### config.mk
export PLATFORM = sky130hd
export DESIGN_NAME = dma_engine
export DESIGN_NICKNAME = d
export VERILOG_FILES = /design/src/dma_bus_pkg.sv /design/src/dma_reg_pkg.sv /design/src/dma_datapath.sv /design/src/dma_engine.sv /design/src/dma_pacer.sv /design/src/dma_regs.sv /design/src/dma_sequencer.sv
export SDC_FILE = /design/constraint.sdc
export NUM_CORES = 1
export LEC_CHECK = 0
export ABC_AREA = 1
export ABC_CLOCK_PERIOD_IN_PS = 4600
export BUFFER_PORTS_ARGS = -buffer_cell sky130_fd_sc_hd__buf_4
export CELL_PAD_IN_SITES_DETAIL_PLACEMENT = 0
export CELL_PAD_IN_SITES_GLOBAL_PLACEMENT = 2
export CORE_UTILIZATION = 36
export DETAILED_ROUTE_END_ITERATION = 16
export MAX_ROUTING_LAYER = met4
export PLACE_DENSITY = 0.83
export SYNTH_ARGS = -nofsm -noshare
export SYNTH_HDL_FRONTEND = slang
export SYNTH_SLANG_ARGS = --single-unit
### constraint.sdc
create_clock -name clk -period 4.6 [get_ports clk]
set_input_delay 0.46 -clock clk [delete_from_list [all_inputs] [get_ports clk]]
set_output_delay 0.46 -clock clk [all_outputs]
set_load 0.005 [all_outputs]
### src/dma_bus_pkg.sv
`default_nettype none

package dma_bus_pkg;

  typedef logic [15:0] addr_t;
  typedef logic [7:0]  data_t;

  // shared by the transfer counter and the prescaler
  typedef logic [15:0] count_t;

  // the grant states start a byte, the next three states move it
  typedef enum logic [2:0] {
    ST_IDLE        = 3'd0,
    ST_BURST_GRANT = 3'd1,
    ST_TIMED_WAIT  = 3'd2,
    ST_TIMED_GRANT = 3'd3,
    ST_READ        = 3'd4,
    ST_WRITE       = 3'd5,
    ST_FINISH      = 3'd6
  } seq_state_e;

endpackage

`default_nettype wire

### src/dma_reg_pkg.sv
`default_nettype none

package dma_reg_pkg;

  // register index, taken from paddr bits 3 to 1
  typedef logic [2:0] reg_addr_t;
  typedef logic [15:0] reg_data_t;

  localparam reg_addr_t REG_CTRL  = 3'd0;
  localparam reg_addr_t REG_STAT  = 3'd1;
  localparam reg_addr_t REG_SRC   = 3'd2;
  localparam reg_addr_t REG_DST   = 3'd3;
  localparam reg_addr_t REG_PRE   = 3'd4;
  localparam reg_addr_t REG_LEN   = 3'd5;
  localparam reg_addr_t REG_PROBE = 3'd6;

  typedef enum logic [1:0] {
    MODE_OFF          = 2'd0,
    MODE_BURST        = 2'd1,
    MODE_TIMED        = 2'd2,
    MODE_TIMED_REPEAT = 2'd3
  } mode_e;

  // control word fields
  localparam int CTRL_MODE_LSB  = 0;
  localparam int CTRL_MODE_MSB  = 1;
  localparam int CTRL_DST_IO    = 2;
  localparam int CTRL_SRC_IO    = 3;
  localparam int CTRL_PROBE_DST = 4;

  // status word fields
  localparam int STAT_PROBE = 0;
  localparam int STAT_BUSY  = 1;

endpackage

`default_nettype wire

### src/dma_datapath.sv
`default_nettype none

module dma_datapath (
  input  logic               clk,
  input  logic               rst_n,
  input  dma_bus_pkg::addr_t src_base,
  input  dma_bus_pkg::addr_t dst_base,
  input  dma_bus_pkg::addr_t probe_addr,
  input  logic               src_io,
  input  logic               dst_io,
  input  logic               probe_dst,
  input  logic               load_base,
  input  logic               capture_data,
  input  logic               advance,
  input  logic               addr_is_dst,
  input  dma_bus_pkg::data_t bus_rdata,
  output dma_bus_pkg::addr_t bus_addr,
  output dma_bus_pkg::data_t bus_wdata,
  output logic               probe_hit
);

  dma_bus_pkg::addr_t src_idx;
  dma_bus_pkg::addr_t dst_idx;
  dma_bus_pkg::addr_t watched_idx;

  // I/O ports keep a fixed address, memory walks upward
  always_ff @(posedge clk) begin
    if (!rst_n) begin
      src_idx <= '0;
      dst_idx <= '0;
    end else if (load_base) begin
      src_idx <= src_base;
      dst_idx <= dst_base;
    end else if (advance) begin
      if (!src_io) begin
        src_idx <= src_idx + 1'b1;
      end
      if (!dst_io) begin
        dst_idx <= dst_idx + 1'b1;
      end
    end
  end

  always_ff @(posedge clk) begin
    if (!rst_n) begin
      bus_addr <= '0;
    end else begin
      bus_addr <= addr_is_dst ? dst_idx : src_idx;
    end
  end

  // the byte read is held on the write data lines until the next read
  always_ff @(posedge clk) begin
    if (capture_data) begin
      bus_wdata <= bus_rdata;
    end
  end

  // compared while the byte is captured, both indexes are still those of this byte
  assign watched_idx = probe_dst ? dst_idx : src_idx;
  assign probe_hit   = capture_data && (watched_idx == probe_addr);

endmodule

`default_nettype wire

### src/dma_engine.sv
`default_nettype none

module dma_engine (
  input  logic                   clk,
  input  logic                   rst_n,
  input  logic                   psel,
  input  logic                   penable,
  input  logic                   pwrite,
  input  dma_bus_pkg::addr_t     paddr,
  input  dma_reg_pkg::reg_data_t pwdata,
  output dma_reg_pkg::reg_data_t prdata,
  output logic                   bus_req,
  input  logic                   bus_grant,
  output dma_bus_pkg::addr_t     bus_addr,
  output dma_bus_pkg::data_t     bus_wdata,
  input  dma_bus_pkg::data_t     bus_rdata,
  output logic                   bus_mem,
  output logic                   bus_io,
  output logic                   bus_rd,
  output logic                   bus_wr
);

  dma_reg_pkg::mode_e  mode;
  logic                src_io;
  logic                dst_io;
  logic                probe_dst;
  dma_bus_pkg::addr_t  src_base;
  dma_bus_pkg::addr_t  dst_base;
  dma_bus_pkg::addr_t  probe_addr;
  dma_bus_pkg::count_t prescale;
  dma_bus_pkg::count_t length;
  logic                mode_clear;
  logic                probe_hit;
  logic                busy;
  logic                tick;
  logic                count_zero;
  logic                load_base;
  logic                load_count;
  logic                dec_count;
  logic                pacer_restart;
  logic                capture_data;
  logic                advance;
  logic                addr_is_dst;

  dma_regs dma_regs_i (
    .clk, .rst_n, .psel, .penable, .pwrite, .paddr, .pwdata, .prdata,
    .mode_clear, .probe_hit, .busy,
    .mode, .src_io, .dst_io, .probe_dst,
    .src_base, .dst_base, .probe_addr, .prescale, .length
  );

  dma_pacer dma_pacer_i (
    .clk, .rst_n, .prescale, .length,
    .pacer_restart, .load_count, .dec_count, .tick, .count_zero
  );

  dma_datapath dma_datapath_i (
    .clk, .rst_n, .src_base, .dst_base, .probe_addr,
    .src_io, .dst_io, .probe_dst,
    .load_base, .capture_data, .advance, .addr_is_dst,
    .bus_rdata, .bus_addr, .bus_wdata, .probe_hit
  );

  dma_sequencer dma_sequencer_i (
    .clk, .rst_n, .mode, .src_io, .dst_io, .tick, .count_zero, .bus_grant,
    .bus_req, .bus_mem, .bus_io, .bus_rd, .bus_wr,
    .load_base, .load_count, .dec_count, .pacer_restart,
    .capture_data, .advance, .addr_is_dst, .mode_clear, .busy
  );

endmodule

`default_nettype wire

### src/dma_pacer.sv
`default_nettype none

module dma_pacer (
  input  logic                clk,
  input  logic                rst_n,
  input  dma_bus_pkg::count_t prescale,
  input  dma_bus_pkg::count_t length,
  input  logic                pacer_restart,
  input  logic                load_count,
  input  logic                dec_count,
  output logic                tick,
  output logic                count_zero
);

  dma_bus_pkg::count_t pre_cnt;
  dma_bus_pkg::count_t xfer_cnt;

  // the prescaler spends one cycle at zero, so its period is prescale+1
  assign tick       = (pre_cnt == '0);
  assign count_zero = (xfer_cnt == '0);

  always_ff @(posedge clk) begin
    if (!rst_n) begin
      pre_cnt <= '0;
    end else if (pacer_restart || tick) begin
      pre_cnt <= prescale;
    end else begin
      pre_cnt <= pre_cnt - 1'b1;
    end
  end

  // bytes still to move in the current pass
  always_ff @(posedge clk) begin
    if (!rst_n) begin
      xfer_cnt <= '0;
    end else if (load_count) begin
      xfer_cnt <= length;
    end else if (dec_count) begin
      xfer_cnt <= xfer_cnt - 1'b1;
    end
  end

endmodule

`default_nettype wire

### src/dma_regs.sv
`default_nettype none

module dma_regs (
  input  logic                   clk,
  input  logic                   rst_n,
  input  logic                   psel,
  input  logic                   penable,
  input  logic                   pwrite,
  input  dma_bus_pkg::addr_t     paddr,
  input  dma_reg_pkg::reg_data_t pwdata,
  output dma_reg_pkg::reg_data_t prdata,
  input  logic                   mode_clear,
  input  logic                   probe_hit,
  input  logic                   busy,
  output dma_reg_pkg::mode_e     mode,
  output logic                   src_io,
  output logic                   dst_io,
  output logic                   probe_dst,
  output dma_bus_pkg::addr_t     src_base,
  output dma_bus_pkg::addr_t     dst_base,
  output dma_bus_pkg::addr_t     probe_addr,
  output dma_bus_pkg::count_t    prescale,
  output dma_bus_pkg::count_t    length
);

  dma_reg_pkg::reg_addr_t reg_idx;
  dma_reg_pkg::reg_data_t ctrl_word;
  dma_reg_pkg::reg_data_t stat_word;
  logic                   wr_access;
  logic                   ctrl_write;
  logic                   stat_read;
  logic                   probe_flag;

  // registers sit on 16-bit word boundaries
  assign reg_idx    = paddr[3:1];
  assign wr_access  = psel && penable && pwrite;
  assign ctrl_write = wr_access && (reg_idx == dma_reg_pkg::REG_CTRL);
  assign stat_read  = psel && penable && !pwrite && (reg_idx == dma_reg_pkg::REG_STAT);

  always_comb begin
    ctrl_word = '0;
    ctrl_word[dma_reg_pkg::CTRL_MODE_MSB:dma_reg_pkg::CTRL_MODE_LSB] = mode;
    ctrl_word[dma_reg_pkg::CTRL_DST_IO]    = dst_io;
    ctrl_word[dma_reg_pkg::CTRL_SRC_IO]    = src_io;
    ctrl_word[dma_reg_pkg::CTRL_PROBE_DST] = probe_dst;
    stat_word = '0;
    stat_word[dma_reg_pkg::STAT_PROBE] = probe_flag;
    stat_word[dma_reg_pkg::STAT_BUSY]  = busy;
  end

  // read data is valid in setup and access phase alike
  always_comb begin
    prdata = '0;
    if (psel && !pwrite) begin
      case (reg_idx)
        dma_reg_pkg::REG_CTRL:  prdata = ctrl_word;
        dma_reg_pkg::REG_STAT:  prdata = stat_word;
        dma_reg_pkg::REG_SRC:   prdata = src_base;
        dma_reg_pkg::REG_DST:   prdata = dst_base;
        dma_reg_pkg::REG_PRE:   prdata = prescale;
        dma_reg_pkg::REG_LEN:   prdata = length;
        dma_reg_pkg::REG_PROBE: prdata = probe_addr;
        default:                prdata = '0;
      endcase
    end
  end

  always_ff @(posedge clk) begin
    if (!rst_n) begin
      mode       <= dma_reg_pkg::MODE_OFF;
      src_io     <= 1'b0;
      dst_io     <= 1'b0;
      probe_dst  <= 1'b0;
      src_base   <= '0;
      dst_base   <= '0;
      prescale   <= '0;
      length     <= '0;
      probe_addr <= '0;
      probe_flag <= 1'b0;
    end else begin
      if (wr_access) begin
        case (reg_idx)
          dma_reg_pkg::REG_CTRL: begin
            mode <= dma_reg_pkg::mode_e'(
              pwdata[dma_reg_pkg::CTRL_MODE_MSB:dma_reg_pkg::CTRL_MODE_LSB]);
            dst_io    <= pwdata[dma_reg_pkg::CTRL_DST_IO];
            src_io    <= pwdata[dma_reg_pkg::CTRL_SRC_IO];
            probe_dst <= pwdata[dma_reg_pkg::CTRL_PROBE_DST];
          end
          dma_reg_pkg::REG_SRC:   src_base   <= pwdata;
          dma_reg_pkg::REG_DST:   dst_base   <= pwdata;
          dma_reg_pkg::REG_PRE:   prescale   <= pwdata;
          dma_reg_pkg::REG_LEN:   length     <= pwdata;
          dma_reg_pkg::REG_PROBE: probe_addr <= pwdata;
          default: ;
        endcase
      end
      // a CPU write to control wins over the sequencer turning itself off
      if (mode_clear && !ctrl_write) begin
        mode <= dma_reg_pkg::MODE_OFF;
      end
      // a hit in the same cycle as the status read is kept for the next read
      if (probe_hit) begin
        probe_flag <= 1'b1;
      end else if (stat_read) begin
        probe_flag <= 1'b0;
      end
    end
  end

endmodule

`default_nettype wire

### src/dma_sequencer.sv
`default_nettype none

module dma_sequencer (
  input  logic               clk,
  input  logic               rst_n,
  input  dma_reg_pkg::mode_e mode,
  input  logic               src_io,
  input  logic               dst_io,
  input  logic               tick,
  input  logic               count_zero,
  input  logic               bus_grant,
  output logic               bus_req,
  output logic               bus_mem,
  output logic               bus_io,
  output logic               bus_rd,
  output logic               bus_wr,
  output logic               load_base,
  output logic               load_count,
  output logic               dec_count,
  output logic               pacer_restart,
  output logic               capture_data,
  output logic               advance,
  output logic               addr_is_dst,
  output logic               mode_clear,
  output logic               busy
);

  dma_bus_pkg::seq_state_e state;
  dma_bus_pkg::seq_state_e ret_state;
  logic                    timed_mode;
  logic                    start_byte;

  assign timed_mode = (mode == dma_reg_pkg::MODE_TIMED) ||
                      (mode == dma_reg_pkg::MODE_TIMED_REPEAT);
  assign busy       = (state != dma_bus_pkg::ST_IDLE);

  // a grant with bytes left starts the read cycle
  assign start_byte = bus_grant && !count_zero &&
                      ((state == dma_bus_pkg::ST_BURST_GRANT) ||
                       (state == dma_bus_pkg::ST_TIMED_GRANT));

  // the source address goes out from the grant states, the destination after the read
  assign addr_is_dst = (state == dma_bus_pkg::ST_READ) ||
                       (state == dma_bus_pkg::ST_WRITE) ||
                       (state == dma_bus_pkg::ST_FINISH);
  assign capture_data = (state == dma_bus_pkg::ST_READ);
  assign dec_count    = (state == dma_bus_pkg::ST_FINISH);
  assign advance      = (state == dma_bus_pkg::ST_FINISH);

  always_comb begin
    load_base     = 1'b0;
    load_count    = 1'b0;
    pacer_restart = 1'b0;
    mode_clear    = 1'b0;
    case (state)
      dma_bus_pkg::ST_IDLE: begin
        load_base     = (mode != dma_reg_pkg::MODE_OFF);
        load_count    = (mode != dma_reg_pkg::MODE_OFF);
        pacer_restart = timed_mode;
      end
      dma_bus_pkg::ST_BURST_GRANT: begin
        mode_clear = bus_grant && count_zero;
      end
      dma_bus_pkg::ST_TIMED_GRANT: begin
        // timed-repeat starts a new pass instead of finishing
        if (bus_grant && count_zero) begin
          if (mode == dma_reg_pkg::MODE_TIMED_REPEAT) begin
            load_base  = 1'b1;
            load_count = 1'b1;
          end else begin
            mode_clear = 1'b1;
          end
        end
      end
      default: ;
    endcase
  end

  always_ff @(posedge clk) begin
    if (!rst_n) begin
      state     <= dma_bus_pkg::ST_IDLE;
      ret_state <= dma_bus_pkg::ST_IDLE;
      bus_req   <= 1'b0;
      bus_mem   <= 1'b0;
      bus_io    <= 1'b0;
      bus_rd    <= 1'b0;
      bus_wr    <= 1'b0;
    end else begin
      case (state)
        dma_bus_pkg::ST_IDLE: begin
          // the request from a finished burst is released here
          bus_req <= (mode == dma_reg_pkg::MODE_BURST);
          if (mode == dma_reg_pkg::MODE_BURST) begin
            state <= dma_bus_pkg::ST_BURST_GRANT;
          end else if (timed_mode) begin
            state <= dma_bus_pkg::ST_TIMED_WAIT;
          end
        end
        dma_bus_pkg::ST_BURST_GRANT, dma_bus_pkg::ST_TIMED_GRANT: begin
          if (start_byte) begin
            bus_rd    <= 1'b1;
            bus_mem   <= !src_io;
            bus_io    <= src_io;
            ret_state <= (state == dma_bus_pkg::ST_BURST_GRANT) ?
                         dma_bus_pkg::ST_BURST_GRANT : dma_bus_pkg::ST_TIMED_WAIT;
            state     <= dma_bus_pkg::ST_READ;
          end else if (mode_clear) begin
            state <= dma_bus_pkg::ST_IDLE;
          end
        end
        dma_bus_pkg::ST_TIMED_WAIT: begin
          if (mode == dma_reg_pkg::MODE_OFF) begin
            bus_req <= 1'b0;
            state   <= dma_bus_pkg::ST_IDLE;
          end else if (tick) begin
            bus_req <= 1'b1;
            state   <= dma_bus_pkg::ST_TIMED_GRANT;
          end
        end
        dma_bus_pkg::ST_READ: begin
          bus_rd  <= 1'b0;
          bus_mem <= 1'b0;
          bus_io  <= 1'b0;
          state   <= dma_bus_pkg::ST_WRITE;
        end
        dma_bus_pkg::ST_WRITE: begin
          bus_wr  <= 1'b1;
          bus_mem <= !dst_io;
          bus_io  <= dst_io;
          state   <= dma_bus_pkg::ST_FINISH;
        end
        dma_bus_pkg::ST_FINISH: begin
          bus_wr  <= 1'b0;
          bus_mem <= 1'b0;
          bus_io  <= 1'b0;
          // timed modes give the bus back between bytes
          bus_req <= (ret_state == dma_bus_pkg::ST_BURST_GRANT);
          state   <= ret_state;
        end
        default: state <= dma_bus_pkg::ST_IDLE;
      endcase
    end
  end

endmodule

`default_nettype wire
==> results.ini, run 1 <==
[outcome]
status=finished with violations
violations=design-rule violations

[final_layout]
area_delta_synth_final_pct=14.9
nets=1510
final_cell_mix=nor2_1 (276), nand2_1 (272), dfxtp_1 (176)
instances_no_fill=1807
drive_gt1_frac=0.111
antenna_cells=0
final_common_cell=nor2_1
finish.utilization=0.420

[die]
die-area_mm2=0.0270
fp.dieW_um=164
fp-row-count=59
fp.coreArea_mm2=0.0259
start_util=0.366
fp.dieH_um=164
pin_count=91

[clock_network]
cts_tree=built
numCtsBuffers=17
cts_sinks=184
clock-root-buffer=clkbuf_16
post_cts_buffers=0
clock_path_buffers=2
cts_max_level=4
cts_resized=0
clkTransAtPathRegs_ns=0.08
hold_buffers=0
clk_latency_ns=0.44

[global_route]
grt_pass1_wl_um=50300
grt_usage=0.257
grt_max_degree=97
antenna_found_initial=0
grt_pass1_vias=8312
grt_overflow=0

[routing]
wl_per_cell_um=18.1
first_iter_violations=622
drt_wl_total_um=32800
drc=2
drtAntennaViolNets=0
first_pass_iters=11
vias=9109
avgViaCountPerCell=5.04

[pwr]
power.density_mw_per_mm2=345
pwr-share-seq=0.453
power_switching_uw=1030
ir_drop_mv=0.248
p_clk_frac=0.427
internal-power_uw=2720
p_sw_frac=0.275
total_power_uw=3750
comb_power_share=0.120
p_leak_uw=0.00472

[flow_run]
drv_cap=0

[placed_design]
dpl.hpwl_um=24000
port_buffers=77
gp_congestion=0.865
dp_cells=1775

[timing]
setup_tns_ns=0
slew_violations=0
fin_worst_skew_ns=0.0126
max-slew-margin-rel=0.213
finalSetupViolCount=0
finalCritPeriodShare=0.602
fmax_mhz=361
hold_violations=0
holdWs_ns=0.196
fin_crit_ns=2.77
tightest_slew_ns=1.18
rsz0062_at_grt=no

[critical_path]
crit_start=dma_sequencer_i.state[0]
reg2reg_slack_ns=1.83
r2r_end=dma_datapath_i.src_idx[11]
slowest_stage=nor2_2
reg2reg_depth=10
path_cells=inv_2, nand2_1, inv_2, nand2_2, nor2_2, inv_1, nand3_1, nor2_1, nor2_1, nor2_1
crit_arrival_ns=3.08
critical_path.max_stage_delay_ns=0.67
path_class=register to register
startpoint_type=register
end_kind=register
cp.required_ns=4.91
cpMostUsedCell=nor2_1
r2r_start=dma_sequencer_i.state[0]
cp_max_fo=18
crit_end=dma_datapath_i.src_idx[11]

[hold_path]
hold_path_class=input pin to register

[synth]
netlist_instances=1413
ys_warn_count=0
ys_seq_area_frac=0.397
synthesis.area_mm2=0.00948
syn_area_per_cell_um2=6.71
synth_cell_types=44
synth-seq-cells=184
syn_nets=1464

## cells in the mapped netlist, drive strengths merged
library cell | count | area share
a21boi | 7 | 0.0067
a21oi | 97 | 0.051
a221oi | 8 | 0.0074
a31oi | 14 | 0.0092
a41oi | 2 | 0.0018
buf | 19 | 0.015
clkbuf | 43 | 0.017
clkinv | 2 | 0.00079
dfxtp | 176 | 0.37
edfxtp | 8 | 0.025
ha | 5 | 0.0066
inv | 133 | 0.053
nand2 | 286 | 0.12
nand3 | 72 | 0.040
nand4 | 21 | 0.014
nor2 | 282 | 0.11
nor3 | 15 | 0.011
nor3b | 1 | 0.00079
nor4 | 1 | 0.00066
o2111a | 1 | 0.0012
o2111ai | 1 | 0.00092
o211ai | 9 | 0.0071
o21ai | 163 | 0.086
o22ai | 2 | 0.0013
o31ai | 2 | 0.0016
or2 | 8 | 0.0053
or3b | 1 | 0.00092
xnor2 | 2 | 0.0018
xor2 | 32 | 0.030
## kinds of logic after synthesis
logic type,Yosys count,share of synthesized area
simple gates,687,0.304
compound gates,306,0.175
buf+inv,197,0.0857
flops,184,0.397
xor+xnor,34,0.0314
fa+ha+maj,5,0.00660
## flip-flops by register name, indices dropped and copies added (netlist names), 3 cells and up
name,count
dma_regs_i.prescale,16
dma_regs_i.length,16
dma_regs_i.dst_base,16
dma_pacer_i.pre_cnt,16
dma_datapath_i.dst_idx,16
dma_datapath_i.bus_addr,16
dma_sequencer_i.state,3
dma_datapath_i.bus_wdata,8
dma_datapath_i.src_idx,16
dma_regs_i.src_base,16
dma_regs_i.probe_addr,16
dma_pacer_i.xfer_cnt,16
## worst max-delay path: cells and delay by family, from the launching register on
family,cells,cell delay (ns)
buffers and inverters,3,0.66
AND/OR/NAND/NOR,7,1.59
flip-flops,1,0.37
## power by group through the flow
stage	combinational [uW]	clock, uW	sequential [uW]
floorplan	313	0	1720
global placement	454	0	1730
detailed placement	455	0	1740
CTS	456	1630	1700
global route	506	1710	1710
finish	452	1600	1700
## worst min-delay path by stage
stage	startpoint	to	slack [ns]	cells past startpoint
5_1_grt	bus_rdata[3]	dma_datapath_i.bus_wdata[3]	0.17	1
4_1_cts	bus_rdata[3]	dma_datapath_i.bus_wdata[3]	0.18	1
6_report	bus_rdata[3]	dma_datapath_i.bus_wdata[3]	0.20	1
3_3_place_gp	dma_sequencer_i.ret_state[1]	dma_sequencer_i.ret_state[1]	0.45	2
2_1_floorplan	dma_regs_i.prescale[3]	dma_regs_i.prescale[3]	0.44	2
3_5_place_dp	dma_regs_i.probe_flag	dma_regs_i.probe_flag	0.46	2
## layer usage
layer	vias up	GRT usage	routed length (um)
met1	4195	0.353	15900
met5	-	-	0
met4	0	0.0598	462
met2	200	0.399	15200
li1	4685	-	-
met3	29	0.0341	1190
## per-stage QoR
step           worst slack [ns]  instance area [um^2]
5_1_grt                    1.63                 10900
4_1_cts                    1.79                 10900
3_3_place_gp               1.81                 10300
3_5_place_dp               1.82                 10300
2_1_floorplan              2.77                  9480
6_report                   1.83                 10900
## cell type report
type                       count  area, um^2
fill                        2787       15000
multi-input combinational   1032        4900
sequential                   184        3760
timing repair buffer          89         668
inverter                     135         507
clock buffer                  17         425
tap                          335         419
clock inverter                15         198
No activity file was read; power rests on OpenSTA's default activity.
==> inputs of run 2 (changes only) <==
--- a/config.mk
+++ b/config.mk
@@ -6,14 +6,14 @@
 export NUM_CORES = 1
 export LEC_CHECK = 0
 export ABC_AREA = 1
-export ABC_CLOCK_PERIOD_IN_PS = 4600
+export ABC_CLOCK_PERIOD_IN_PS = 2900
 export BUFFER_PORTS_ARGS = -buffer_cell sky130_fd_sc_hd__buf_4
 export CELL_PAD_IN_SITES_DETAIL_PLACEMENT = 0
 export CELL_PAD_IN_SITES_GLOBAL_PLACEMENT = 2
-export CORE_UTILIZATION = 36
+export CORE_UTILIZATION = 33
 export DETAILED_ROUTE_END_ITERATION = 16
 export MAX_ROUTING_LAYER = met4
-export PLACE_DENSITY = 0.83
+export PLACE_DENSITY = 0.77
 export SYNTH_ARGS = -nofsm -noshare
 export SYNTH_HDL_FRONTEND = slang
 export SYNTH_SLANG_ARGS = --single-unit
==> constraint.sdc (replaced) <==
create_clock -name clk -period 2.9 [get_ports clk]
set_input_delay 0.29 -clock clk [delete_from_list [all_inputs] [get_ports clk]]
set_output_delay 0.29 -clock clk [all_outputs]
set_load 0.005 [all_outputs]
==> results.ini, run 2 (synthesized netlist as in run 1, its figures left out) <==
[outcome]
status=complete, no violations

[global_route]
grt_max_degree=142  ; +46%
grt_usage=0.246  ; -0.0111
grt_pass1_vias=8524  ; +2.6%
antenna_found_initial=2  ; +2
grt_pass1_wl_um=52200  ; +3.7%
grt_overflow=0  ; unchanged

[clock_network]
clk_latency_ns=0.44  ; about the same
hold_buffers=0  ; unchanged
clkTransAtPathRegs_ns=0.08  ; about the same
numCtsBuffers=17  ; unchanged
cts_resized=0  ; unchanged
cts_max_level=4  ; unchanged
clock_path_buffers=2  ; unchanged
clock-root-buffer=clkbuf_16
cts_tree=built
cts_sinks=184  ; unchanged
post_cts_buffers=0  ; unchanged

[timing]
max-slew-margin-rel=0.191  ; -0.0222
fmax_mhz=434  ; +20%
fin_worst_skew_ns=0.0131  ; +0.000476 ns
tightest_slew_ns=1.21  ; +0.0332 ns
finalCritPeriodShare=0.795  ; +0.193
slew_violations=0  ; unchanged
hold_violations=0  ; unchanged
holdWs_ns=0.0223  ; -0.174 ns
setup_tns_ns=0  ; unchanged
finalSetupViolCount=0  ; unchanged
rsz0062_at_grt=no
fin_crit_ns=2.31  ; -0.465 ns

[critical_path]
crit_arrival_ns=2.64  ; -0.44 ns
startpoint_type=register
path_cells=inv_2, nand2_1, inv_2, nand2_2, nor2_2, inv_1, nand3_1, nor2_1, nor2_1, nor2_1
critical_path.max_stage_delay_ns=0.56  ; -0.11 ns
reg2reg_slack_ns=0.59  ; -1.24 ns
slowest_stage=nor2_2
r2r_end=dma_datapath_i.src_idx[12]
cpMostUsedCell=nor2_1
r2r_start=dma_sequencer_i.state[0]
crit_start=dma_sequencer_i.state[0]
path_buf_inv=3  ; unchanged
cp_max_fo=14  ; -4
end_kind=register
cp.required_ns=3.23  ; -1.68 ns
crit_family=simple AND/OR/NAND/NOR gates
reg2reg_depth=10  ; unchanged
path_class=register to register
crit_cells=10  ; unchanged
crit_end=dma_datapath_i.src_idx[12]

[final_layout]
multiInputGateArea_mm2=0.00490  ; unchanged
final_common_cell=nor2_1
seq_area_mm2=0.00376  ; unchanged
instances_no_fill=1865  ; +3.2%
drive_gt1_frac=0.121  ; +0.00913
finalInstanceArea_mm2=0.0111  ; +1.6%
final_cell_mix=nor2_1 (276), nand2_1 (272), dfxtp_1 (176)
finish.utilization=0.395  ; -0.0255
area_delta_synth_final_pct=16.7
fillers=2965  ; +6.4%
nets=1523  ; +0.86%

[placed_design]
gp_congestion=0.881  ; +1.8%
dp_cells=1831  ; +3.2%
dpl.hpwl_um=25200  ; +5.0%
port_buffers=77  ; unchanged
placed_cell_area_mm2=0.0105  ; +1.8%

[routing]
drtAntennaViolNets=0  ; unchanged
drt_wl_total_um=34400  ; +4.9%
first_iter_violations=766  ; +23%
first_pass_iters=7  ; -4
wl_per_cell_um=18.4  ; +1.6%
drc=0  ; -2
wl_met2_um=14900  ; -1.9%
vias=9399  ; +3.2%
m1WireLength_um=17200  ; +8.0%
dr.max_layer_used=met4
avgViaCountPerCell=5.04  ; about the same
dr_wl_met3_um=1710  ; +44%

[pwr]
power.density_mw_per_mm2=530  ; +54%
ir_drop_mv=0.326  ; +31%
p_leak_uw=0.00478  ; +1.2%

[die]
start_util=0.338  ; -0.0274
fp.dieW_um=171  ; +4.4%
fp.dieH_um=171  ; +4.4%
die-area_mm2=0.0294  ; +9.0%
fp.coreArea_mm2=0.0280  ; +8.1%
fp-row-count=61  ; +3.4%
pin_count=91  ; unchanged

[flow_run]
drv_cap=0  ; unchanged

[hold_path]
hold_path_class=input pin to register

run 2: cell count changes in the layout (fill, tap and decap cells not counted), moves of 3 or more:
cell	change
buf_4	+10
inv_8	+5
bufinv_16	-4
buf_12	+3
run 2: area by class of cell:
class	count	area share
multi-input combinational	1032	0.444
clock buffer	18	0.0408
sequential	184	0.341
timing repair buffer	102	0.0727
inverter	135	0.0458
antenna	2	0.000453
tap	378	0.0428
clock inverter	14	0.0134
run 2: how the worst min path moves through the flow:
| stage | from | to | slack [ns] | cells past startpoint |
|---|---|---|---|---|
| finish | bus_rdata[7] | dma_datapath_i.bus_wdata[7] | 0.02 | 1 |
| global route | bus_rdata[7] | dma_datapath_i.bus_wdata[7] | 0.006 | 1 |
| floorplan | bus_rdata[0] | dma_datapath_i.bus_wdata[0] | 0.39 | 0 |
| global placement | dma_sequencer_i.bus_req | dma_sequencer_i.bus_req | 0.45 | 2 |
| CTS | bus_rdata[7] | dma_datapath_i.bus_wdata[7] | 0.009 | 1 |
| detailed placement | dma_sequencer_i.bus_req | dma_sequencer_i.bus_req | 0.45 | 2 |
run 2: report_power, final:
part	internal, uW	switching, uW	leakage, uW
combinational	251	482	0.00300
sequential	2630	74.2	0.00149
clock	1210	1220	0.000288
run 2: metal layers:
metal  track usage  up-vias
li1              -     4725
met4        0.0644        0
met3        0.0338       30
met2         0.364      253
met1         0.348     4391
met5             -        -
run 2: worst reg2reg max path: stages (launching register included):
cell and delay, ns:
dfxtp_1 0.37, inv_2 0.09, nand2_1 0.09, inv_2 0.08
nand2_2 0.06, nor2_2 0.56, inv_1 0.42, nand3_1 0.33
nor2_1 0.07, nor2_1 0.11, nor2_1 0.04
run 2: per-stage QoR:
stage               total power (uW)  worst slack [ns]
floorplan                       3230              1.24
CTS                             5920             0.558
global placement                3490             0.567
detailed placement              3500             0.583
finish                          5860             0.595
global route                    6100             0.327
==> inputs of run 3 (changes only) <==
--- a/config.mk
+++ b/config.mk
@@ -6,7 +6,7 @@
 export NUM_CORES = 1
 export LEC_CHECK = 0
 export ABC_AREA = 1
-export ABC_CLOCK_PERIOD_IN_PS = 2900
+export ABC_CLOCK_PERIOD_IN_PS = 2200
 export BUFFER_PORTS_ARGS = -buffer_cell sky130_fd_sc_hd__buf_4
 export CELL_PAD_IN_SITES_DETAIL_PLACEMENT = 0
 export CELL_PAD_IN_SITES_GLOBAL_PLACEMENT = 2
==> constraint.sdc (replaced) <==
create_clock -name clk -period 2.2 [get_ports clk]
set_input_delay 0.22 -clock clk [delete_from_list [all_inputs] [get_ports clk]]
set_output_delay 0.22 -clock clk [all_outputs]
set_load 0.005 [all_outputs]
==> results.ini, run 3 (synthesized netlist as in run 1, its figures left out) <==
[critical_path]
path_class=register to primary output
startpoint_type=register
cp_max_fo=6  ; -8
cp.required_ns=1.98  ; -1.25 ns
crit_arrival_ns=1.83  ; -0.81 ns
end_kind=primary output

[timing]
hold_violations=0  ; unchanged
tightest_slew_ns=0.708  ; -0.501 ns
rsz0062_at_grt=no
fin_crit_ns=2.05
fmax_mhz=488
finalSetupViolCount=0  ; unchanged
fin_worst_skew_ns=0.0168  ; +0.00371 ns
finalCritPeriodShare=0.932
setup_tns_ns=0  ; unchanged
max-slew-margin-rel=0.527  ; +0.337
slew_violations=0  ; unchanged

[final_layout]
instances_no_fill=1891  ; +1.4%
final_common_cell=nor2_1
finish.utilization=0.403  ; +0.00867
area_delta_synth_final_pct=19.2
final_cell_mix=nor2_1 (275), nand2_1 (272), dfxtp_1 (176)
antenna_cells=0  ; -2
nets=1551  ; +1.8%
drive_gt1_frac=0.133  ; +0.0123
finalInstanceArea_mm2=0.0113  ; +2.2%

[global_route]
grt_pass1_wl_um=53300  ; +2.2%
grt_usage=0.250  ; +0.00406
grt_max_degree=103  ; -27%
antenna_found_initial=0  ; -2
grt_pass1_vias=8845  ; +3.8%
grt_overflow=0  ; unchanged

[routing]
vias=9321  ; -0.83%
drc=0  ; unchanged
first_iter_violations=726  ; -5.2%
drtAntennaViolNets=0  ; unchanged
avgViaCountPerCell=4.93  ; -2.2%
drt_wl_total_um=34700  ; +0.97%
wl_per_cell_um=18.4  ; -0.41%
first_pass_iters=5  ; -2

[pwr]
power_switching_uw=2310  ; +30%
p_clk_frac=0.407  ; -0.006
p_sw_frac=0.300  ; -0.00262
internal-power_uw=5390  ; +32%
p_leak_uw=0.00493  ; +3.1%
power.density_mw_per_mm2=682  ; +29%
pwr-share-seq=0.461  ; about the same
comb_power_share=0.131  ; +0.006
ir_drop_mv=0.518  ; +59%
total_power_uw=7700  ; +32%

[placed_design]
dp_cells=1851  ; +1.1%
placed_cell_area_mm2=0.0106  ; +1.6%
gp_congestion=0.862  ; -2.1%
dpl.hpwl_um=26000  ; +3.4%
port_buffers=77  ; unchanged

[die]
die-area_mm2=0.0294  ; unchanged
fp-row-count=61  ; unchanged
fp.coreArea_mm2=0.0280  ; unchanged
fp.dieW_um=171  ; unchanged
fp.dieH_um=171  ; unchanged
pin_count=91  ; unchanged
start_util=0.338  ; unchanged

[clock_network]
numCtsBuffers=17  ; unchanged
clkTransAtPathRegs_ns=0.08  ; about the same
cts_max_level=4  ; unchanged
clk_latency_ns=0.44  ; about the same
cts_tree=built
clock-root-buffer=clkbuf_16
cts_sinks=184  ; unchanged
clock_path_buffers=2  ; unchanged

[outcome]
status=complete, no violations

[hold_path]
hold_path_class=input pin to register

[flow_run]
drv_cap=0  ; unchanged

-- run 3: cell count changes in the layout (fill, tap and decap cells not counted), sizes merged --
cell,delta
clkinv,+1
buf,+20
dlygate4sd3,+8
clkinvlp,-2
diode,-2
inv,+1
-- run 3: power by group through the flow --
| stage | combinational (uW) | sequential, uW | clock (uW) |
|---|---|---|---|
| floorplan | 655 | 3600 | 0 |
| global placement | 995 | 3630 | 0 |
| detailed placement | 1000 | 3630 | 0 |
| CTS | 1020 | 3560 | 3220 |
| global route | 1140 | 3570 | 3330 |
| finish | 1010 | 3550 | 3140 |
-- run 3: worst max-delay path, stage by stage, from the launching register on --
cell and delay [ns]:
dfxtp_1 0.43, inv_2 0.07, nand2_1 0.10, nor2_1 0.07
buf_4 0.15, inv_1 0.07, nand2_1 0.05, o211ai_1 0.07
nor2_1 0.06, a31oi_1 0.17, buf_4 0.15
-- run 3: metrics by stage --
step	setup slack (ns)	hold WS (ns)
3_3_place_gp	0.0235	0.398
4_1_cts	0.124	0.0333
6_report	0.149	0.0528
2_1_floorplan	0.543	0.319
5_1_grt	0.0120	0.0552
3_5_place_dp	0.0306	0.399
-- run 3: routing by layer --
layer,wire (um),vias up,GRT usage
met3,1330,14,0.0304
met1,17400,4332,0.354
met5,0,-,-
met2,15700,200,0.385
met4,206,0,0.0408
li1,-,4775,-
-- run 3: cell type report --
type,count,area [um^2]
tap,378,473
multi-input combinational,1032,4920
inverter,135,509
clock inverter,14,149
timing repair buffer,130,1050
sequential,184,3760
fill,2993,16700
clock buffer,18,439
-- run 3: worst paths after layout --
kind / slack (ns) / from / depth (start not counted) / end
max: 0.15 / dma_sequencer_i.state[0] / 10 / prdata[1]
min: 0.05 / pwdata[12] / 3 / dma_regs_i.probe_addr[12]
max reg2reg: 0.19 / dma_pacer_i.xfer_cnt[0] / 12 / dma_datapath_i.dst_idx[15]
min reg2reg: 0.46 / dma_sequencer_i.bus_req / 2 / dma_sequencer_i.bus_req
-- run 3: what timing repair did --
action	CTS	global route
setup endpoints to repair	1	3
hold endpoints to repair	8	0
hold buffers	8	0
buffers inserted	0	0
resized for setup	1	3
